==> src/arithPkg.sv <==
// shared widths, types and interval constants for the arithmetic encoder, imported by every block
package arithPkg;

    // coder precision and alphabet
    localparam int Precision = 16;
    localparam int NumSymbols = 17;        // sixteen nibble symbols plus end of stream
    localparam int SymWidth = $clog2(NumSymbols);
    localparam int FreqWidth = Precision - 3;
    localparam int ProdWidth = Precision + FreqWidth + 1;  // width times bound, plus headroom
    localparam int WordWidth = 32;

    typedef logic [SymWidth-1:0] symbol_t;
    typedef logic [FreqWidth-1:0] freq_t;
    typedef logic [Precision-1:0] interval_t;
    typedef logic [ProdWidth-1:0] prod_t;

    localparam symbol_t EofSymbol = symbol_t'(16);

    // interval landmarks
    localparam interval_t Whole = interval_t'(1 << (Precision - 1));
    localparam interval_t Half = interval_t'(1 << (Precision - 2));
    localparam interval_t Quarter = interval_t'(1 << (Precision - 3));
    localparam interval_t ThreeQuarters = interval_t'(3 << (Precision - 3));

    // frequencies are halved once the total reaches this
    localparam freq_t MaxTotal = freq_t'(int'(Quarter) - 1);

endpackage
==> src/arithIfs.sv <==
// interfaces joining the interval coder to the divider, the frequency model and the bit packer
interface divIf;
    import arithPkg::*;

    logic start;           // one-cycle pulse, only while the divider is free
    prod_t dividend;
    freq_t divisor;
    logic done;            // pulses when quotient is valid
    prod_t quotient;

    modport coder (output start, dividend, divisor, input done, quotient);
    modport divider (input start, dividend, divisor, output done, quotient);
endinterface

interface modelIf;
    import arithPkg::*;

    symbol_t symbol;
    logic update;
    logic clear;
    logic ready;           // low while frequencies are being halved
    freq_t lowBound;
    freq_t highBound;
    freq_t total;

    modport coder (output symbol, update, clear, input ready, lowBound, highBound, total);
    modport model (input symbol, update, clear, output ready, lowBound, highBound, total);
endinterface

interface bitIf;
    logic valid;
    logic bitData;
    logic last;            // final bit of a stream
    logic ready;

    modport source (output valid, bitData, last, input ready);
    modport sink (input valid, bitData, last, output ready);
endinterface

==> src/arithEncoderTop.sv <==
// top level of the arithmetic encoder: symbol stream in, packed word stream out
module arithEncoderTop (
    input  logic clk,
    input  logic rstn,
    input  logic symValid,
    output logic symReady,
    input  arithPkg::symbol_t symData,
    output logic wordValid,
    input  logic wordReady,
    output logic [arithPkg::WordWidth-1:0] wordData,
    output logic wordLast,
    output logic [1:0] lastValidByte,
    output logic idle
);

    divIf divBus ();
    modelIf modelBus ();
    bitIf bitBus ();

    seqDivider u_divider (
        .clk  (clk),
        .rstn (rstn),
        .div  (divBus)
    );

    freqModel u_model (
        .clk   (clk),
        .rstn  (rstn),
        .model (modelBus)
    );

    // bit producer
    intervalCoder u_coder (
        .clk      (clk),
        .rstn     (rstn),
        .symValid (symValid),
        .symReady (symReady),
        .symData  (symData),
        .idle     (idle),
        .div      (divBus),
        .model    (modelBus),
        .bits     (bitBus)
    );

    bitPacker u_packer (
        .clk           (clk),
        .rstn          (rstn),
        .bits          (bitBus),
        .wordValid     (wordValid),
        .wordReady     (wordReady),
        .wordData      (wordData),
        .wordLast      (wordLast),
        .lastValidByte (lastValidByte)
    );

endmodule

==> src/bitPacker.sv <==
// packs coder bits LSB first into 32-bit words and holds each word until it is read
module bitPacker (
    input  logic clk,
    input  logic rstn,
    bitIf.sink bits,
    output logic wordValid,
    input  logic wordReady,
    output logic [arithPkg::WordWidth-1:0] wordData,
    output logic wordLast,
    output logic [1:0] lastValidByte
);
    import arithPkg::*;

    logic [$clog2(WordWidth)-1:0] pos;     // next bit position

    // no bits taken while a word is on offer
    assign bits.ready = !wordValid;

    always_ff @(posedge clk) begin
        if (!rstn) begin
            wordValid <= 1'b0;
            wordData <= '0;
            wordLast <= 1'b0;
            lastValidByte <= '0;
            pos <= '0;
        end else if (wordValid) begin
            if (wordReady) begin
                wordValid <= 1'b0;
                wordData <= '0;    // keeps the unfilled upper bits at zero
                pos <= '0;
            end
        end else if (bits.valid) begin
            wordData[pos] <= bits.bitData;
            pos <= pos + 1'b1;
            // offer on a full word or at the end of a stream
            if (&pos || bits.last) begin
                wordValid <= 1'b1;
                wordLast <= bits.last;
                lastValidByte <= pos[$bits(pos)-1 -: 2];   // byte of highest filled bit
            end
        end
    end

endmodule

==> src/intervalCoder.sv <==
// interval coder FSM: subinterval, scaling, pending bits and stream termination
module intervalCoder (
    input  logic clk,
    input  logic rstn,
    input  logic symValid,
    output logic symReady,
    input  arithPkg::symbol_t symData,
    output logic idle,
    divIf.coder div,
    modelIf.coder model,
    bitIf.source bits
);
    import arithPkg::*;

    typedef enum logic [2:0] {
        Idle,
        NextSym,
        Mul,
        DivHigh,
        DivLow,
        Scale,
        EofBit,
        Pending
    } state_t;

    state_t state;
    symbol_t sym;
    interval_t a;
    interval_t b;
    interval_t w;
    interval_t pending;    // middle scalings not yet resolved
    logic pendBit;
    logic tail;            // pending bits after the end-of-stream bit
    prod_t prodLow;

    logic isEof;
    logic leftCase;
    logic rightCase;
    logic midCase;
    logic settled;

    always_comb begin
        isEof = (sym == EofSymbol);
        leftCase = b < Half;
        rightCase = !leftCase && (a > Half);
        midCase = !leftCase && !rightCase && (a > Quarter) && (b < ThreeQuarters);
        settled = !(leftCase || rightCase || midCase);
    end

    assign idle = (state == Idle);
    assign symReady = idle || (state == NextSym && model.ready);

    assign model.symbol = sym;
    assign model.update = (state == Scale) && settled && !isEof;
    assign model.clear = bits.valid && bits.ready && bits.last;

    // high bound goes first, the low product is kept for the second division
    assign div.start = (state == Mul) || (state == DivHigh && div.done);
    assign div.dividend = (state == Mul) ? prod_t'(w) * prod_t'(model.highBound) : prodLow;
    assign div.divisor = model.total;

    assign bits.valid = (state == Scale && (leftCase || rightCase)) ||
                        (state == EofBit) || (state == Pending);
    assign bits.last = (state == Pending) && (pending == 1) && tail;

    always_comb begin
        case (state)
            Scale: bits.bitData = rightCase;
            EofBit: bits.bitData = (a > Quarter);
            default: bits.bitData = pendBit;
        endcase
    end

    always_ff @(posedge clk) begin
        if (!rstn) begin
            state <= Idle;
            pending <= '0;
            tail <= 1'b0;
        end else begin
            case (state)
                Idle: begin
                    if (symValid) begin
                        sym <= symData;
                        a <= '0;
                        b <= Whole;
                        w <= Whole;
                        pending <= '0;
                        state <= Mul;
                    end
                end
                NextSym: begin
                    if (symValid && model.ready) begin
                        sym <= symData;
                        state <= Mul;
                    end
                end
                Mul: begin
                    prodLow <= prod_t'(w) * prod_t'(model.lowBound);
                    state <= DivHigh;
                end
                DivHigh: begin
                    if (div.done) begin
                        b <= a + div.quotient[Precision-1:0];    // uses the old a
                        state <= DivLow;
                    end
                end
                DivLow: begin
                    if (div.done) begin
                        a <= a + div.quotient[Precision-1:0];
                        state <= Scale;
                    end
                end
                Scale: begin
                    if (leftCase || rightCase) begin
                        if (bits.ready) begin
                            a <= rightCase ? (a - Half) << 1 : a << 1;
                            b <= rightCase ? (b - Half) << 1 : b << 1;
                            pendBit <= leftCase;        // opposite of the emitted bit
                            if (pending != 0) state <= Pending;
                        end
                    end else if (midCase) begin
                        a <= (a - Quarter) << 1;
                        b <= (b - Quarter) << 1;
                        pending <= pending + 1'b1;
                    end else if (isEof) begin
                        pending <= pending + 1'b1;
                        state <= EofBit;
                    end else begin
                        w <= b - a;                     // model update pulses here
                        state <= NextSym;
                    end
                end
                EofBit: begin
                    if (bits.ready) begin
                        pendBit <= (a <= Quarter);
                        tail <= 1'b1;
                        state <= Pending;
                    end
                end
                Pending: begin
                    if (bits.ready) begin
                        pending <= pending - 1'b1;
                        if (pending == 1) begin
                            state <= tail ? Idle : Scale;
                            tail <= 1'b0;
                        end
                    end
                end
                default: state <= Idle;
            endcase
        end
    end

endmodule

==> src/freqModel.sv <==
// adaptive frequency model giving cumulative bounds per symbol, with update and halving
module freqModel (
    input logic clk,
    input logic rstn,
    modelIf.model model
);
    import arithPkg::*;

    typedef enum logic [1:0] {
        Idle,
        Halve,
        Walk,
        Apply
    } state_t;

    state_t state;
    freq_t freq [NumSymbols];
    freq_t lowB [NumSymbols];
    freq_t highB [NumSymbols];
    freq_t total;
    symbol_t pendSym;      // symbol whose increment waits for the halving
    symbol_t walkIdx;

    symbol_t incSym;
    logic doInc;

    // lookups for the coder
    assign model.lowBound = lowB[model.symbol];
    assign model.highBound = highB[model.symbol];
    assign model.total = total;
    assign model.ready = (state == Idle);

    assign incSym = (state == Apply) ? pendSym : model.symbol;
    assign doInc = (state == Apply) ||
                   (state == Idle && model.update && total != MaxTotal);

    always_ff @(posedge clk) begin
        if (!rstn || model.clear) begin
            state <= Idle;
            for (int i = 0; i < NumSymbols; i++) begin
                freq[i] <= freq_t'(1);
                lowB[i] <= freq_t'(i);
                highB[i] <= freq_t'(i + 1);
            end
            total <= freq_t'(NumSymbols);
        end else begin
            if (doInc) begin
                freq[incSym] <= freq[incSym] + 1'b1;
                total <= total + 1'b1;
                // bounds of this symbol and all above it move up by one
                for (int i = 0; i < NumSymbols; i++) begin
                    if (i >= int'(incSym)) highB[i] <= highB[i] + 1'b1;
                    if (i > int'(incSym)) lowB[i] <= lowB[i] + 1'b1;
                end
            end

            case (state)
                Idle: begin
                    if (model.update && total == MaxTotal) begin
                        pendSym <= model.symbol;
                        state <= Halve;
                    end
                end
                Halve: begin
                    // a count of one stays, so no symbol loses its interval
                    for (int i = 0; i < NumSymbols; i++) begin
                        if (freq[i] > freq_t'(1)) freq[i] <= freq[i] >> 1;
                    end
                    walkIdx <= '0;
                    total <= '0;       // rebuilt as a running sum during the walk
                    state <= Walk;
                end
                Walk: begin
                    lowB[walkIdx] <= total;
                    highB[walkIdx] <= total + freq[walkIdx];
                    total <= total + freq[walkIdx];
                    walkIdx <= walkIdx + 1'b1;
                    if (walkIdx == symbol_t'(NumSymbols - 1)) state <= Apply;
                end
                Apply: state <= Idle;      // increment applied through doInc
                default: state <= Idle;
            endcase
        end
    end

endmodule

==> src/seqDivider.sv <==
// restoring divider used by the interval coder, one quotient bit per clock
module seqDivider (
    input logic clk,
    input logic rstn,
    divIf.divider div
);
    import arithPkg::*;

    typedef logic [$clog2(ProdWidth)-1:0] count_t;

    logic busy;
    count_t count;
    logic [FreqWidth-1:0] rem;
    freq_t divisorReg;
    prod_t quot;

    logic [FreqWidth-1:0] srcRem;
    prod_t srcQuot;
    freq_t srcDivisor;
    logic [FreqWidth:0] trial;
    logic [FreqWidth:0] diff;
    logic fits;

    // the first step runs in the start cycle, straight from the inputs
    always_comb begin
        srcRem = div.start ? '0 : rem;
        srcQuot = div.start ? div.dividend : quot;
        srcDivisor = div.start ? div.divisor : divisorReg;
        trial = {srcRem, srcQuot[ProdWidth-1]};      // shift in next dividend bit
        diff = trial - {1'b0, srcDivisor};
        fits = trial >= {1'b0, srcDivisor};
    end

    always_ff @(posedge clk) begin
        if (!rstn) begin
            busy <= 1'b0;
            count <= '0;
            div.done <= 1'b0;
        end else begin
            div.done <= 1'b0;
            if (div.start) begin
                busy <= 1'b1;
                count <= count_t'(ProdWidth - 1);
            end else if (busy) begin
                count <= count - 1'b1;
                if (count == 1) begin
                    busy <= 1'b0;
                    div.done <= 1'b1;
                end
            end
        end
    end

    always_ff @(posedge clk) begin
        if (div.start || busy) begin
            rem <= fits ? diff[FreqWidth-1:0] : trial[FreqWidth-1:0];
            quot <= {srcQuot[ProdWidth-2:0], fits};
        end
        if (div.start) divisorReg <= div.divisor;
    end

    assign div.quotient = quot;

endmodule

==> config.mk <==
export PLATFORM = sky130hd
export DESIGN_NAME = arithEncoderTop
export DESIGN_NICKNAME = d
export VERILOG_FILES = /design/src/arithPkg.sv /design/src/arithIfs.sv /design/src/arithEncoderTop.sv /design/src/bitPacker.sv /design/src/intervalCoder.sv /design/src/freqModel.sv /design/src/seqDivider.sv
export SDC_FILE = /design/constraint.sdc
export NUM_CORES = 2
export LEC_CHECK = 0
export BUFFER_PORTS_ARGS = -buffer_cell sky130_fd_sc_hd__buf_4
export CAP_MARGIN = 10
export CORE_MARGIN = 2
export CORE_UTILIZATION = 45
export DETAILED_ROUTE_END_ITERATION = 6
export SYNTH_ARGS = -nofsm -noshare
export SYNTH_HDL_FRONTEND = slang
export SYNTH_SLANG_ARGS = --single-unit
export TNS_END_PERCENT = 20
==> constraint.sdc <==
create_clock -name clk -period 16.9 [get_ports clk]
set_input_delay 0.845 -clock clk [delete_from_list [all_inputs] [get_ports clk]]
set_output_delay 0.845 -clock clk [all_outputs]
set_load 0.01 [all_outputs]
==> impl_metrics.yaml <==
status:
  outcome: "complete, but fails checks"
  violations: "DRC"
sta:
  report.final.setup_viol: 0
  finalClockSkew_ps: 40.7
  worst-slew-pin-transition_ps: 1280
  rsz0062_at_grt: "false"
  finalCritPeriodShare_pct: 56.2
  timing.final.max_slew_violations: 0
  totalNegativeSetupSlack_ps: 0
  layout_min_cycle_time_ps: 9490
  timing.slew.headroom_pct: 14.6
  fmax_ghz: 0.105
  timing_hold_violations_final: 0
final_layout:
  syn2layout_area_growth_pct: 9.41
  layout-drive-gt1-share_pct: 14.1
  final_nets: 8274
  post-route-cell-area_mm2: 0.102
  fillcell_total: 17800
min_path:
  min_from: "symData[3]"
  endpoint_worst_hold: "u_coder.model.symbol[3]"
  worst_min_path_class: "input port to flop"
  number_of_cells_on_the_worst_hold_path: 1
critical_path:
  cp_slowest_stage_delay_ps: 930
  critPathBufInv: 3
  cpMostUsedCell: "fa_1"
  start_kind: "flop"
  path_cells: "buf_12 > mux4_2 > mux4_2 > mux2i_2 > nor2b_1 > fa_1 > fa_1 > fa_1 > fa_1 > inv_1 > fa_1 > inv_1 > ha_1 > and3_1 > nand3_1 > a2111oi_0 > o21a_1 > o41a_1 > o41a_1 > a41o_1 > o2111a_1 > nor3_1"
  reg2reg_slack_ps: 7410
  critical_path_arrival_ps: 10040
  crit_path_end_kind: "flop"
  critical_path_peak_fanout: 117
  cpLargestDelayFamily: "adder cells"
  critPathRequiredTime_ps: 17450
  worst-path-stages: 22
  rr_worst_depth: 22
  start_to_end_type_of_the_worst_setup_path: "flop to flop"
  critical_path.slowest_cell: "dfxtp_4"
  critical_path.reg2reg.endpoint: "u_divider.div.quotient[29]"
grt:
  grt_overflow: 0
  grt_pass1_wl_mm: 431
  grt_start_max_net_pins: 149
  antenna_found_initial: 8
  grt_pass1_vias: 64600
  gr-usage-all-layers_pct: 27.4
logic_synthesis:
  postSynth.asyncResetShare_pct: 0
  post-synth-top-area-cell: "edfxtp_1"
  synth_enable_flop_cells: 1384
  synth_ff_type: "edfxtp_1"
  yosys-top-cells-count: "edfxtp_1, nand2_1, nand3_1, o21ai_0, inv_1"
  yosys-top-cells-area: "edfxtp_1, mux4_2, fa_1"
  flop_and_latch_count_out_of_synthesis: 1490
  yosys.area.top_type_share_pct: 44.7
  sequential_element_share_of_the_synthesized_area_pct: 47.0
  post_synth_instance_area_mm2: 0.0930
  mappedNetlistNets: 8394
  netlist-cell-type-count: 98
  synth.most_common_cell: "edfxtp_1"
  syn_avg_cell_area_um2: 11.9
  yosys_warnings: 0
  synth_cells: 7815
routing:
  postRouteAntennaNets: 0
  drt_wl_total_mm: 291
  vias: 66100
  drtPass1Iterations: 7
  routed_wire_length_per_instance_um: 27.7
  drtIter0Drc: 7549
  detail_route.vias_per_cell: 6.28
  remaining_drc_errors: 3
floorplan:
  ioPinCount: 47
  fp.dieH_um: 459
  initial_core_util_pct: 45.4
  row_count: 166
  die_area_mm2: 0.210
  placeableCoreArea_mm2: 0.205
  die_width_um: 459
clock_tree:
  cts_tree: "yes"
  clkSlewWorstSetupHoldPaths_ps: 70
  number_of_buffers_added_by_the_clock_tree_synthesis_step: 166
  cts_post_setup_buffers_inserted: 0
  cts_resized: 0
  count_of_clock_tree_sinks: 1490
  hold_buffers: 0
  clockBufferDepth: 3
  clk-insertion-delay-late_ps: 830
  cts-htree-levels: 4
  ctsRootBufferMaster: "clkbuf_16"
flow_run:
  maxCapViolCount: 0
placement:
  detailed_place_hpwl_mm: 198
  gp_congestion: 0.965
  number_of_i_o_port_buffers: 46
  placement.cell_area_mm2: 0.0961
state kept, by name (all words and copies together) (netlist names), 29 cells and up, named ones only:
signal	flops
u_packer.wordData	32
u_coder.prodLow	29
u_model.freq	416
u_model.lowB	416
u_divider.div.quotient	30
u_model.highB	416
layout by cell type, fill, tap and decap left out, drive strengths merged, types with 153 or more instances in the layout:
cell type / Yosys / final
clkbuf: 347 / 202
inv: 519 / 528
xnor2: 262 / 262
xor2: 214 / 214
ha: 258 / 258
o21ai: 654 / 654
fa: 312 / 312
edfxtp: 1384 / 1384
mux4: 466 / 466
nor2: 294 / 294
buf: 148 / 207
nand2: 797 / 797
nor2b: 153 / 153
nand3: 609 / 609
logic make-up (layout without fill, tap and decap cells):
kind of cell / count (synthesis) / after routing / share of synthesized area (%)
AND/OR/NAND/NOR: 2420 / 2420 / 12.6
adder cells (fa/ha/maj): 570 / 570 / 10.2
other: 0 / 2 / 0
flip-flops: 1490 / 1490 / 47.0
buffers and inverters: 1014 / 1028 / 4.54
XOR/XNOR: 476 / 476 / 4.54
multiplexers: 660 / 660 / 13.6
AO/OA/AOI/OAI: 1185 / 1185 / 7.61
per-layer routing:
metal  up-vias  share of wire [%]  global-route usage, %
met5         -              0.013                      0
met4         6                5.7                   13.6
met3       748                8.8                   5.01
met2      3388                 47                   43.8
met1     33400                 39                   36.0
li1      28500                  -                      -
metrics by stage:
stage	hold slack (ps)	std cells	util, %	setup WS, ps
after floorplan	421	7815	-	8450
after global placement	449	10200	46.9	7550
after detailed placement	457	10200	46.9	7450
after CTS	167	10500	49.6	7430
after global routing	191	10500	49.6	6820
final	228	10500	49.6	7410
area by class of cell:
| cell class | instances | area (µm²) | share of cell area [%] |
|---|---|---|---|
| Multi-Input combinational cell | 5311 | 45500 | 44.7 |
| Sequential cell | 1490 | 43700 | 43.0 |
| Clock buffer | 202 | 4410 | 4.34 |
| Tap cell | 2688 | 3360 | 3.31 |
| Inverter | 519 | 1950 | 1.91 |
| Timing Repair Buffer | 207 | 1580 | 1.55 |
| Clock inverter | 100 | 1200 | 1.18 |
| Antenna cell | 2 | 5.00 | 0.00492 |
worst max-delay path by stage:
stage,slack (ps),start,endpoint
global placement,7550,flop,u_divider.div.quotient[29]
detailed placement,7450,flop,u_divider.div.quotient[29]
floorplan,8450,flop,u_divider.div.quotient[29]
CTS,7430,flop,u_divider.div.quotient[29]
global route,6820,flop,u_divider.div.quotient[29]
finish,7410,flop,u_divider.div.quotient[29]
Power is not shown: default switching activity piles up to over one toggle a cycle in this logic, so the estimate is an artifact.
